--- src/common/isa_pkg.sv ---
// scalar ISA widths and unit codes
// a producer tag is always the unit code plus one, TAG_NONE means no pending producer
package isa_pkg;

    localparam int unsigned DATA_W = 32;
    localparam int unsigned REG_W  = 5;
    localparam int unsigned NREGS  = 1 << REG_W;

    typedef logic [DATA_W-1:0] data_t;
    typedef logic [REG_W-1:0]  regbits_t;

    // unit code doubles as the status table row index
    typedef enum logic [1:0] {
        FU_ALU  = 2'd0,
        FU_LDST = 2'd1,
        FU_BR   = 2'd2
    } fu_e;

    typedef enum logic [1:0] {
        TAG_NONE = 2'd0,
        TAG_ALU  = 2'd1,
        TAG_LDST = 2'd2,
        TAG_BR   = 2'd3
    } tag_e;

    // tag carried by results of the given unit
    function automatic tag_e fu_tag(fu_e fu);
        return tag_e'(fu + 2'd1);
    endfunction

endpackage

--- src/common/issue_pkg.sv ---
// issue stage types shared by the status table, scheduler and top level
// one row per scalar unit, row index equals the unit code
package issue_pkg;

    import isa_pkg::*;

    localparam int unsigned NROWS = 3;

    typedef enum logic [1:0] {
        FUST_EMPTY = 2'd0,
        FUST_WAIT  = 2'd1,
        FUST_EX    = 2'd2
    } fust_state_e;

    // one status table row
    typedef struct packed {
        regbits_t rd;
        regbits_t rs1;
        regbits_t rs2;
        tag_e     t1;
        tag_e     t2;
    } fust_row_t;

    // record sent to execute
    typedef struct packed {
        fu_e      fu;
        regbits_t rd;
        data_t    rdat1;
        data_t    rdat2;
    } issue_t;

endpackage

--- src/common/fust_if.sv ---
// status table to scheduler link; the table owns the rows, the scheduler only reads
// dispatch and writeback are single-cycle strobes
`timescale 1ns/10ps

interface fust_if;

    import isa_pkg::*;
    import issue_pkg::*;

    // dispatch strobe and the row it writes
    logic      dispatch_en;
    fu_e       dispatch_fu;
    fust_row_t dispatch_row;

    // writeback strobe of the completing unit
    logic      wb_en;
    fu_e       wb_fu;

    // stored rows, indexed by unit code
    fust_row_t [NROWS-1:0] rows;

    modport tbl (
        input  dispatch_en, dispatch_fu, dispatch_row, wb_en, wb_fu,
        output rows
    );

    modport sched (
        input  dispatch_en, dispatch_fu, dispatch_row, wb_en, wb_fu, rows
    );

endinterface

--- src/hw/issue/fust.sv ---
// functional unit status table, one row per scalar unit
// a writeback clears matching tags in every row, also in a row dispatched that same cycle
`timescale 1ns/10ps

module fust (
    input logic CLK,
    input logic nRST,
    fust_if.tbl fif
);

    import isa_pkg::*;
    import issue_pkg::*;

    fust_row_t [NROWS-1:0] rows;
    fust_row_t [NROWS-1:0] rows_next;
    tag_e                  wb_tag;

    assign wb_tag = fu_tag(fif.wb_fu);

    always_comb begin
        rows_next = rows;
        for (int i = 0; i < NROWS; i++) begin
            // dispatch overwrites the whole row
            if (fif.dispatch_en && (fif.dispatch_fu == fu_e'(i))) begin
                rows_next[i] = fif.dispatch_row;
            end
            // then the completing unit releases its consumers
            if (fif.wb_en) begin
                if (rows_next[i].t1 == wb_tag) begin
                    rows_next[i].t1 = TAG_NONE;
                end
                if (rows_next[i].t2 == wb_tag) begin
                    rows_next[i].t2 = TAG_NONE;
                end
            end
        end
    end

    always_ff @(posedge CLK, negedge nRST) begin
        if (!nRST) begin
            rows <= '0;
        end else begin
            rows <= rows_next;
        end
    end

    assign fif.rows = rows;

endmodule

--- src/hw/issue/issue_sched.sv ---
// oldest-ready-first scheduler for the three status table rows
// only rows already in WAIT at the start of a cycle compete, issue is registered one cycle later
`timescale 1ns/10ps

module issue_sched #(
    parameter int unsigned AGE_W = 2
) (
    input  logic                         CLK,
    input  logic                         nRST,
    fust_if.sched                        fif,
    output isa_pkg::regbits_t            rsel1,
    output isa_pkg::regbits_t            rsel2,
    input  isa_pkg::data_t               rdat1,
    input  isa_pkg::data_t               rdat2,
    output logic [issue_pkg::NROWS-1:0]  busy,
    output issue_pkg::issue_t            issue,
    output logic                         issue_valid
);

    import isa_pkg::*;
    import issue_pkg::*;

    localparam logic [AGE_W-1:0] AGE_MAX = '1;

    fust_state_e [NROWS-1:0]            state;
    logic        [NROWS-1:0][AGE_W-1:0] age;
    logic        [NROWS-1:0]            ready;

    logic             sel_valid;
    fu_e              sel_fu;
    logic [AGE_W-1:0] sel_age;
    fust_row_t        sel_row;

    // ready means waiting with both stored tags already clear
    always_comb begin
        for (int i = 0; i < NROWS; i++) begin
            ready[i] = (state[i] == FUST_WAIT) &&
                       (fif.rows[i].t1 == TAG_NONE) &&
                       (fif.rows[i].t2 == TAG_NONE);
        end
    end

    // strict compare keeps the lowest index on equal age
    always_comb begin
        sel_valid = 1'b0;
        sel_fu    = FU_ALU;
        sel_age   = '0;
        for (int i = 0; i < NROWS; i++) begin
            if (ready[i] && (!sel_valid || (age[i] > sel_age))) begin
                sel_valid = 1'b1;
                sel_fu    = fu_e'(i);
                sel_age   = age[i];
            end
        end
    end

    assign sel_row = fif.rows[sel_fu];
    assign rsel1   = sel_row.rs1;
    assign rsel2   = sel_row.rs2;

    // row state and age
    always_ff @(posedge CLK, negedge nRST) begin
        if (!nRST) begin
            state <= {NROWS{FUST_EMPTY}};
            age   <= '0;
        end else begin
            for (int i = 0; i < NROWS; i++) begin
                if (fif.dispatch_en && (fif.dispatch_fu == fu_e'(i))) begin
                    // also covers a row freed by writeback in the same cycle
                    state[i] <= FUST_WAIT;
                    age[i]   <= AGE_W'(1);
                end else if (fif.wb_en && (fif.wb_fu == fu_e'(i))) begin
                    state[i] <= FUST_EMPTY;
                    age[i]   <= '0;
                end else if (sel_valid && (sel_fu == fu_e'(i))) begin
                    state[i] <= FUST_EX;
                    age[i]   <= '0;
                end else if ((state[i] == FUST_WAIT) && (age[i] != AGE_MAX)) begin
                    age[i] <= age[i] + 1'b1;
                end
            end
        end
    end

    always_comb begin
        for (int i = 0; i < NROWS; i++) begin
            busy[i] = (state[i] != FUST_EMPTY);
        end
    end

    // issue strobe
    always_ff @(posedge CLK, negedge nRST) begin
        if (!nRST) begin
            issue_valid <= 1'b0;
        end else begin
            issue_valid <= sel_valid;
        end
    end

    // issue payload, only meaningful with issue_valid
    always_ff @(posedge CLK) begin
        if (sel_valid) begin
            issue.fu    <= sel_fu;
            issue.rd    <= sel_row.rd;
            issue.rdat1 <= rdat1;
            issue.rdat2 <= rdat2;
        end
    end

endmodule

--- src/hw/issue/regfile.sv ---
// 32 x 32-bit register file, two combinational reads and one clocked write
// no write to read bypass, register 0 always reads zero
`timescale 1ns/10ps

module regfile (
    input  logic             CLK,
    input  logic             nRST,
    input  logic             wen,
    input  isa_pkg::regbits_t wsel,
    input  isa_pkg::data_t   wdata,
    input  isa_pkg::regbits_t rsel1,
    input  isa_pkg::regbits_t rsel2,
    output isa_pkg::data_t   rdat1,
    output isa_pkg::data_t   rdat2
);

    import isa_pkg::*;

    data_t regs [NREGS];

    always_ff @(posedge CLK, negedge nRST) begin
        if (!nRST) begin
            for (int i = 0; i < NREGS; i++) begin
                regs[i] <= '0;
            end
        end else if (wen && (wsel != '0)) begin
            // register 0 never takes a write
            regs[wsel] <= wdata;
        end
    end

    always_comb begin
        rdat1 = (rsel1 == '0) ? '0 : regs[rsel1];
        rdat2 = (rsel2 == '0) ? '0 : regs[rsel2];
    end

endmodule

--- src/hw/issue_top.sv ---
// issue stage top level with plain ports
// no back-pressure: dispatch only to a free row, writeback only for a row in EX
`timescale 1ns/10ps

module issue_top #(
    parameter int unsigned AGE_W = 2
) (
    input  logic                        CLK,
    input  logic                        nRST,
    input  logic                        dispatch_en,
    input  isa_pkg::fu_e                dispatch_fu,
    input  isa_pkg::regbits_t           dispatch_rd,
    input  isa_pkg::regbits_t           dispatch_rs1,
    input  isa_pkg::regbits_t           dispatch_rs2,
    input  isa_pkg::tag_e               dispatch_t1,
    input  isa_pkg::tag_e               dispatch_t2,
    input  logic                        wb_en,
    input  isa_pkg::fu_e                wb_fu,
    input  isa_pkg::regbits_t           wb_reg,
    input  isa_pkg::data_t              wb_data,
    output logic                        issue_valid,
    output isa_pkg::fu_e                issue_fu,
    output isa_pkg::regbits_t           issue_rd,
    output isa_pkg::data_t              issue_rdat1,
    output isa_pkg::data_t              issue_rdat2,
    output logic [issue_pkg::NROWS-1:0] busy
);

    import issue_pkg::*;

    fust_if fif ();

    isa_pkg::regbits_t rsel1;
    isa_pkg::regbits_t rsel2;
    isa_pkg::data_t    rdat1;
    isa_pkg::data_t    rdat2;
    issue_t            issue;

    assign fif.dispatch_en  = dispatch_en;
    assign fif.dispatch_fu  = dispatch_fu;
    assign fif.dispatch_row = '{rd: dispatch_rd, rs1: dispatch_rs1, rs2: dispatch_rs2,
                                t1: dispatch_t1, t2: dispatch_t2};
    assign fif.wb_en        = wb_en;
    assign fif.wb_fu        = wb_fu;

    fust u_fust (
        .CLK  (CLK),
        .nRST (nRST),
        .fif  (fif)
    );

    issue_sched #(
        .AGE_W (AGE_W)
    ) u_sched (
        .CLK         (CLK),
        .nRST        (nRST),
        .fif         (fif),
        .rsel1       (rsel1),
        .rsel2       (rsel2),
        .rdat1       (rdat1),
        .rdat2       (rdat2),
        .busy        (busy),
        .issue       (issue),
        .issue_valid (issue_valid)
    );

    regfile u_rf (
        .CLK   (CLK),
        .nRST  (nRST),
        .wen   (wb_en),
        .wsel  (wb_reg),
        .wdata (wb_data),
        .rsel1 (rsel1),
        .rsel2 (rsel2),
        .rdat1 (rdat1),
        .rdat2 (rdat2)
    );

    assign issue_fu    = issue.fu;
    assign issue_rd    = issue.rd;
    assign issue_rdat1 = issue.rdat1;
    assign issue_rdat2 = issue.rdat2;

endmodule

--- config.mk ---
export PLATFORM = sky130hd
export DESIGN_NAME = issue_top
export DESIGN_NICKNAME = d
export VERILOG_FILES = /design/src/common/isa_pkg.sv /design/src/common/issue_pkg.sv /design/src/common/fust_if.sv /design/src/hw/issue/fust.sv /design/src/hw/issue/issue_sched.sv /design/src/hw/issue/regfile.sv /design/src/hw/issue_top.sv
export SDC_FILE = /design/constraint.sdc
export NUM_CORES = 2
export LEC_CHECK = 0
export BUFFER_PORTS_ARGS = -buffer_cell sky130_fd_sc_hd__buf_2
export CELL_PAD_IN_SITES_DETAIL_PLACEMENT = 0
export CELL_PAD_IN_SITES_GLOBAL_PLACEMENT = 1
export CORE_ASPECT_RATIO = 0.6
export CORE_MARGIN = 2
export CORE_UTILIZATION = 40
export CTS_BUF_LIST = sky130_fd_sc_hd__clkbuf_8
export CTS_CLUSTER_DIAMETER = 150
export DETAILED_ROUTE_END_ITERATION = 16
export HOLD_SLACK_MARGIN = 0.1
export PLACE_DENSITY_LB_ADDON = 0.1
export SKIP_CTS_REPAIR_TIMING = 1
export SYNTH_ARGS = -nofsm -noshare
export SYNTH_HDL_FRONTEND = slang
export SYNTH_SLANG_ARGS = --single-unit
--- constraint.sdc ---
create_clock -name CLK -period 5.8 [get_ports CLK]
set_input_delay 1.16 -clock CLK [delete_from_list [all_inputs] [get_ports CLK]]
set_output_delay 1.16 -clock CLK [all_outputs]
set_load 0.02 [all_outputs]
* Word-level counts from Yosys, hierarchy flattened
Cells that the tools add are included.
** Operators by class
- Add/sub/neg operators :: 4
- Eq/ne operators :: 18
- Bitwise gates (word level) :: 3
- Reduce and logical (&&, ||, !) cells :: 47
- Magnitude comparators :: 7
- Muxes and demuxes :: 51
** Operators by type and width (count)
- bitwise mux 1024 bit :: 1
- binary-select mux 32 bit (select 5 bit) :: 2
- demux 32 bit (select 5 bit) :: 1
- two-way mux 32 bit :: 5
- two-way mux 2 bit :: 30
- binary-select mux 19 bit (select 2 bit) :: 1
- two-way mux 4 bit :: 6
- logical AND 1 bit :: 22
- two-way mux 19 bit :: 1
- greater-or-equal comparator 6 bit, second input constant :: 3
- logical NOT 2 bit :: 9
- inverter 5 -> 6 bit :: 3
- == test 2 x 1 -> 1 bit, second input constant :: 6
- == test 2 bit :: 6
- nonzero test 4 bit :: 3
- logical NOT 5 bit :: 2
- nonzero test 3 bit :: 3
- adder 2 x 1 -> 2 bit, second input constant :: 4
- == test 2 bit, second input constant :: 3
- less-than comparator 6 x 1 -> 1 bit, second input constant :: 1
- != test 2 bit, second input constant :: 3
- nonzero test 2 bit :: 3
- nonzero test 5 bit :: 1
- greater-than comparator 2 bit :: 2
- other kinds (4) :: 9
** Storage, ports and cells
- Input bits :: 64
- Output and inout port bits :: 75
- Bits in registers :: 1165
- Logic and storage cells :: 188

* Depth between registers and ports, before layout
- Depth after elaboration :: 18
- Mapped depth :: 27

* Hierarchy
From an unflattened synthesis, not the netlist that was laid out.
** Second synthesis, totals
- Cells, all modules :: 3948
- Area, all modules :: 60360.4 µm²
** Modules (own cells, without submodules)
- regfile :: sequential area each 25624.6 µm², instances 1, area an instance 54161.9 µm², cells each 3514
- issue_sched :: sequential area each 2457.4 µm², instances 1, area an instance 3721.1 µm², cells each 261
- fust :: sequential area each 1426.4 µm², instances 1, area an instance 2477.4 µm², cells each 173

* Worst setup path before layout
Ideal clock, no wire load.
- Path kind :: reg-to-reg
- Start :: register u_fust.fif.rows[3] (netlist name)
- End :: register u_sched.issue[19] (netlist name)
- Setup slack :: 330 ps
- Stages on the path, launching flop included :: 24
- Clock period less this slack :: 5470 ps
- Required time :: 5528 ps
- Library setup time :: 272 ps
- Data arrival time :: 5198 ps
- Cells stage by stage :: dfrtp_1 -> nor4_1 -> and2_1 -> buf_2 -> nand2_1 -> ha_1 -> nor2b_1 -> o21ai_1 -> a21oi_2 -> buf_2 -> nor2_1 -> a21oi_1 -> ha_1 -> nor2b_1 -> o21a_1 -> o21ai_4 -> inv_2 -> o31ai_1 -> buf_4 -> buf_6 -> buf_2 -> mux4_2 -> a221oi_1 -> a211oi_1
** On the way
- Longest elaborated chain between the ends :: 18
** RTL lines
- logical NOT 2 bit * :: line issue_sched.sv:38 : (fif.rows[i].t1 == TAG_NONE) &&
- logical AND 1 bit * :: line issue_sched.sv:37 : ready[i] = (state[i] == FUST_WAIT) &&
- logical AND 1 bit * :: line issue_sched.sv:38
- two-way mux 2 bit / two-way mux 1 bit (equally long branches) :: line issue_sched.sv:49 : if (ready[i] && (!sel_valid || (age[i] > sel_age))) begin
- greater-than comparator 2 bit / logical NOT 1 bit (equally long branches) :: line issue_sched.sv:49
- logical OR 1 bit :: line issue_sched.sv:49
- logical AND 1 bit :: line issue_sched.sv:49
- two-way mux 2 bit / two-way mux 1 bit (equally long branches) :: line issue_sched.sv:49
- greater-than comparator 2 bit / logical NOT 1 bit (equally long branches) :: line issue_sched.sv:49
- logical OR 1 bit :: line issue_sched.sv:49
- logical AND 1 bit :: line issue_sched.sv:49
- two-way mux 2 bit * :: line issue_sched.sv:49
- binary-select mux 19 bit (select 2 bit) * :: line issue_sched.sv:57 : assign sel_row = fif.rows[sel_fu];
- two-way mux 19 bit (not written as such) * :: line issue_sched.sv:57
- inverter 5 -> 6 bit (not written as such) :: line regfile.sv:34 : rdat2 = (rsel2 == '0) ? '0 : regs[rsel2];
- binary-select mux 32 bit (select 5 bit) :: line regfile.sv:34
- two-way mux 32 bit (not written as such) (2 in series) :: line regfile.sv:34
Mark *: on every way between the ends. The rest lies on a longest branch, timed or not. The select of a mux whose other input is x is not followed.
A chain may end at the register's enable or synchronous reset.

* Final worst setup path
- Start :: register u_fust.fif.rows[3] (netlist name)
- End :: register u_sched.issue[60] (netlist name)
** On the way
- Longest elaborated chain between the ends :: 18
** RTL lines
- logical NOT 2 bit * :: line issue_sched.sv:38
- logical AND 1 bit * :: line issue_sched.sv:37
- logical AND 1 bit * :: line issue_sched.sv:38
- two-way mux 2 bit / two-way mux 1 bit (equally long branches) :: line issue_sched.sv:49
- greater-than comparator 2 bit / logical NOT 1 bit (equally long branches) :: line issue_sched.sv:49
- logical OR 1 bit :: line issue_sched.sv:49
- logical AND 1 bit :: line issue_sched.sv:49
- two-way mux 2 bit / two-way mux 1 bit (equally long branches) :: line issue_sched.sv:49
- greater-than comparator 2 bit / logical NOT 1 bit (equally long branches) :: line issue_sched.sv:49
- logical OR 1 bit :: line issue_sched.sv:49
- logical AND 1 bit :: line issue_sched.sv:49
- two-way mux 2 bit * :: line issue_sched.sv:49
- binary-select mux 19 bit (select 2 bit) * :: line issue_sched.sv:57
- two-way mux 19 bit (not written as such) * :: line issue_sched.sv:57
- inverter 5 -> 6 bit (not written as such) :: line regfile.sv:33 : rdat1 = (rsel1 == '0) ? '0 : regs[rsel1];
- binary-select mux 32 bit (select 5 bit) :: line regfile.sv:33
- two-way mux 32 bit (not written as such) (2 in series) :: line regfile.sv:33
Marks and branches as above.

==> flow_summary_export.csv <==
group,metric,value,unit
outcome,status,"finished, final reports clean",
die,die_area,157000,sq um
finish,finalNetCount,5758,
run,cap_violations,0,
finish,multiInputGateArea,30300,sq um
timing,fmax,179,MHz
placement,gp_congestion,0.910,
timing,fin_crit_sh,96.4,%
power_and_ir_drop,fin_total_pwr,41.1,mW
global_routing,first_global_vias,47855,
yosys,ys_top_cells_by_count,"dfrtp_1, mux2_2, nand2_1",
global_routing,grt_usage,35.2,%
yosys,seq_area_frac_synth,48.0,%
timing,worstMarginPinSlew,1.27,ns
finish,regArea,29500,sq um
yosys,avgSynthCellArea,11.1,sq um
finish,drive_gt1_share,34.6,%
setup_path,startpoint_type,"register",
yosys,yosysWarningCount,0,
yosys,syn_inst,5536,
die,core-area,153000,sq um
timing,whs,0.190,ns
global_routing,overflow,0,
clock_network,cts_buffer_depth,3,
clock_network,clk_pin_slew_worst_paths,0.07,ns
routing,avgViaCountPerCell,6.40,
routing,drtIter0Drc,6978,
power_and_ir_drop,irDropWorstVdd,472,uV
timing,rsz0062_at_grt,"no",
yosys,synth_area_leaders,"dfrtp_1, mux2_2, nand2_1, mux2i_1, edfxtp_1",
yosys,synth_nets,5610,
global_routing,grt_max_degree,145,
finish,fin_util,46.3,%
worst_hold_path,hold_class,"input pin to asynchronous set/reset pin",
setup_path,setup.worst_path.class,"register to register",
clock_network,clk_latency,0.97,ns
setup_path,path_max_fanout,11,
timing,slew_violations,0,
yosys,synth_ff_type,"dfrtp_1",
power_and_ir_drop,p_per_area,582,nW/um^2
setup_path,cp_common_cell,"buf_4",
clock_network,numCtsBuffers,185,
global_routing,antenna_found_initial,32,
finish,area_delta_synth_final,14.9,%
yosys,synth-async-reset-ratio,93.9,%
routing,wl_per_cell,35.5,um
placement,hpwl,170000,um
die,row_count,111,
yosys,synth_top_area_share,44.5,%
yosys,yosysTopAreaCell,"dfrtp_1",
clock_network,cts-htree-levels,4,
timing,hold_violations,0,
routing,drc_errors,0,
yosys,syn_area,61500,sq um
yosys,synth_edf_count,71,
routing,drtAntennaViolNets,0,
yosys,synth_cell_types,82,
routing,vias,50413,
timing,slew_headroom,15.1,%
die,start_util,40.3,%
setup_path,max_stage_delay,0.58,ns
clock_network,cts.sinks,1165,
finish,n_fill_cell,14232,
yosys,synth_seq_cells,1165,
setup_path,required,6.49,ns
die,io_pins,139,
timing,fin_skew,0.0478,ns
clock_network,tritoncts,"done",
placement,portBuffers,138,
die,die_h,308,um
clock_network,cts-root-buf,"clkbuf_8",
timing,finalSetupViolations,0,
routing,wirelength,279000,um
power_and_ir_drop,power.leakage,31.1,nW
setup_path,cp_slowest_cell,"o41ai_1",
routing,first_pass_iters,8,
die,fp.dieW,510,um
global_routing,grt_pass1_wl,389000,um
setup_path,arrival,6.28,ns
yosys,synth.most_common_cell,"dfrtp_1",
timing,finalCriticalPeriod,5.59,ns
setup_path,critPathCaptureType,"register",
setup_path,crit_path_cell_trace,"nor4_2, buf_4, and3_1, ha_1, nand2_1, o21ai_1, a21oi_2, nor2_1, a21oi_1, ha_1, nor2b_1, o21a_1, o211ai_1, o31a_1, buf_4, nand2_2, buf_4, o22ai_1, a2111oi_0, o41ai_1, a21oi_1",
[layer usage]
metal / part of all wire (%) / global-route usage [%]
met1: 46 / 53.9
met2: 40 / 47.6
met3: 11 / 9.36
met4: 3.3 / 11.5
met5: 0.018 / 0
[worst paths after layout]
path | startpoint | to | slack [ns] | cells past startpoint
max | u_fust.fif.rows[3]$_DFF_PN0_ | u_sched.issue[60]$_SDFFCE_PN0P_ | 0.21 | 21
min | nRST | u_rf.regs[72]$_DFFE_PN0P_ | 0.19 | 1
max reg2reg | u_fust.fif.rows[3]$_DFF_PN0_ | u_sched.issue[60]$_SDFFCE_PN0P_ | 0.21 | 21
min reg2reg | u_rf.regs[1022]$_DFFE_PN0P_ | u_rf.regs[1022]$_DFFE_PN0P_ | 0.40 | 0
max in group asynchronous | nRST | u_rf.regs[125]$_DFFE_PN0P_ | 4.17 | 2
min in group CLK | u_rf.regs[1022]$_DFFE_PN0P_ | u_rf.regs[1022]$_DFFE_PN0P_ | 0.40 | 0
[through the flow]
stage	area, sq um	setup TNS, ns	worst slack, ns	cells
final	70700	0	0.206	7882
after CTS	70700	0	0.00209	7873
after detailed placement	66900	0	0.0227	7531
after global routing	70700	0	0.00640	7881
after global placement	66900	-0.173	-0.173	7531
after floorplan	61500	0	0.330	5536
[cells in the final DEF, fill, tap and decap left out, types with 77 or more instances in the layout]
cell type and count:
dfrtp_1 1094, nand3_1 225, clkbuf_8 234, buf_2 137, buf_4 271, a21oi_1 326
mux2_2 1073, o22ai_1 77, buf_12 86, inv_1 122, mux2i_1 260, nand2_1 828
mux4_2 93, o21ai_0 83
[state kept, by name (all words and copies together) (netlist names)]
signal and count:
u_fust.fif.rows 57, u_sched.issue 71, u_sched.age 6, u_rf.regs 1024, u_sched.state 6, u_sched.issue_valid 1
[worst max-delay path, delay by kind of cell (launching register included)]
| family | cells | cell delay [ns] |
|---|---|---|
| buffers and inverters | 3 | 0.83 |
| flip-flops | 1 | 0.39 |
| adder cells (fa/ha/maj) | 2 | 0.51 |
| AO/OA/AOI/OAI | 10 | 2.61 |
| AND/OR/NAND/NOR | 6 | 0.98 |
[cell type report]
cell class | instances | area share, %
Clock inverter | 108 | 0.766
Clock buffer | 234 | 4.55
Antenna cell | 9 | 0.0319
Timing Repair Buffer | 495 | 6.30
Multi-Input combinational cell | 3794 | 42.8
Inverter | 43 | 0.228
Tap cell | 2034 | 3.60
Sequential cell | 1165 | 41.7
[logic make-up after synthesis]
group           after synthesis  share of synthesized area (%)
mux                        1450                           27.7
simple gates               1334                           9.37
flops                      1165                           48.0
compound gates              985                           10.6
buf+inv                     577                           3.91
xor+xnor                     15                          0.214
fa+ha+maj                    10                          0.203
[power breakdown]
| part | internal, mW | switching (mW) |
|---|---|---|
| Combinational | 8.00 | 14.0 |
| Clock | 3.75 | 3.66 |
| Sequential | 10.2 | 1.50 |
(Power assumes the default switching activity.)
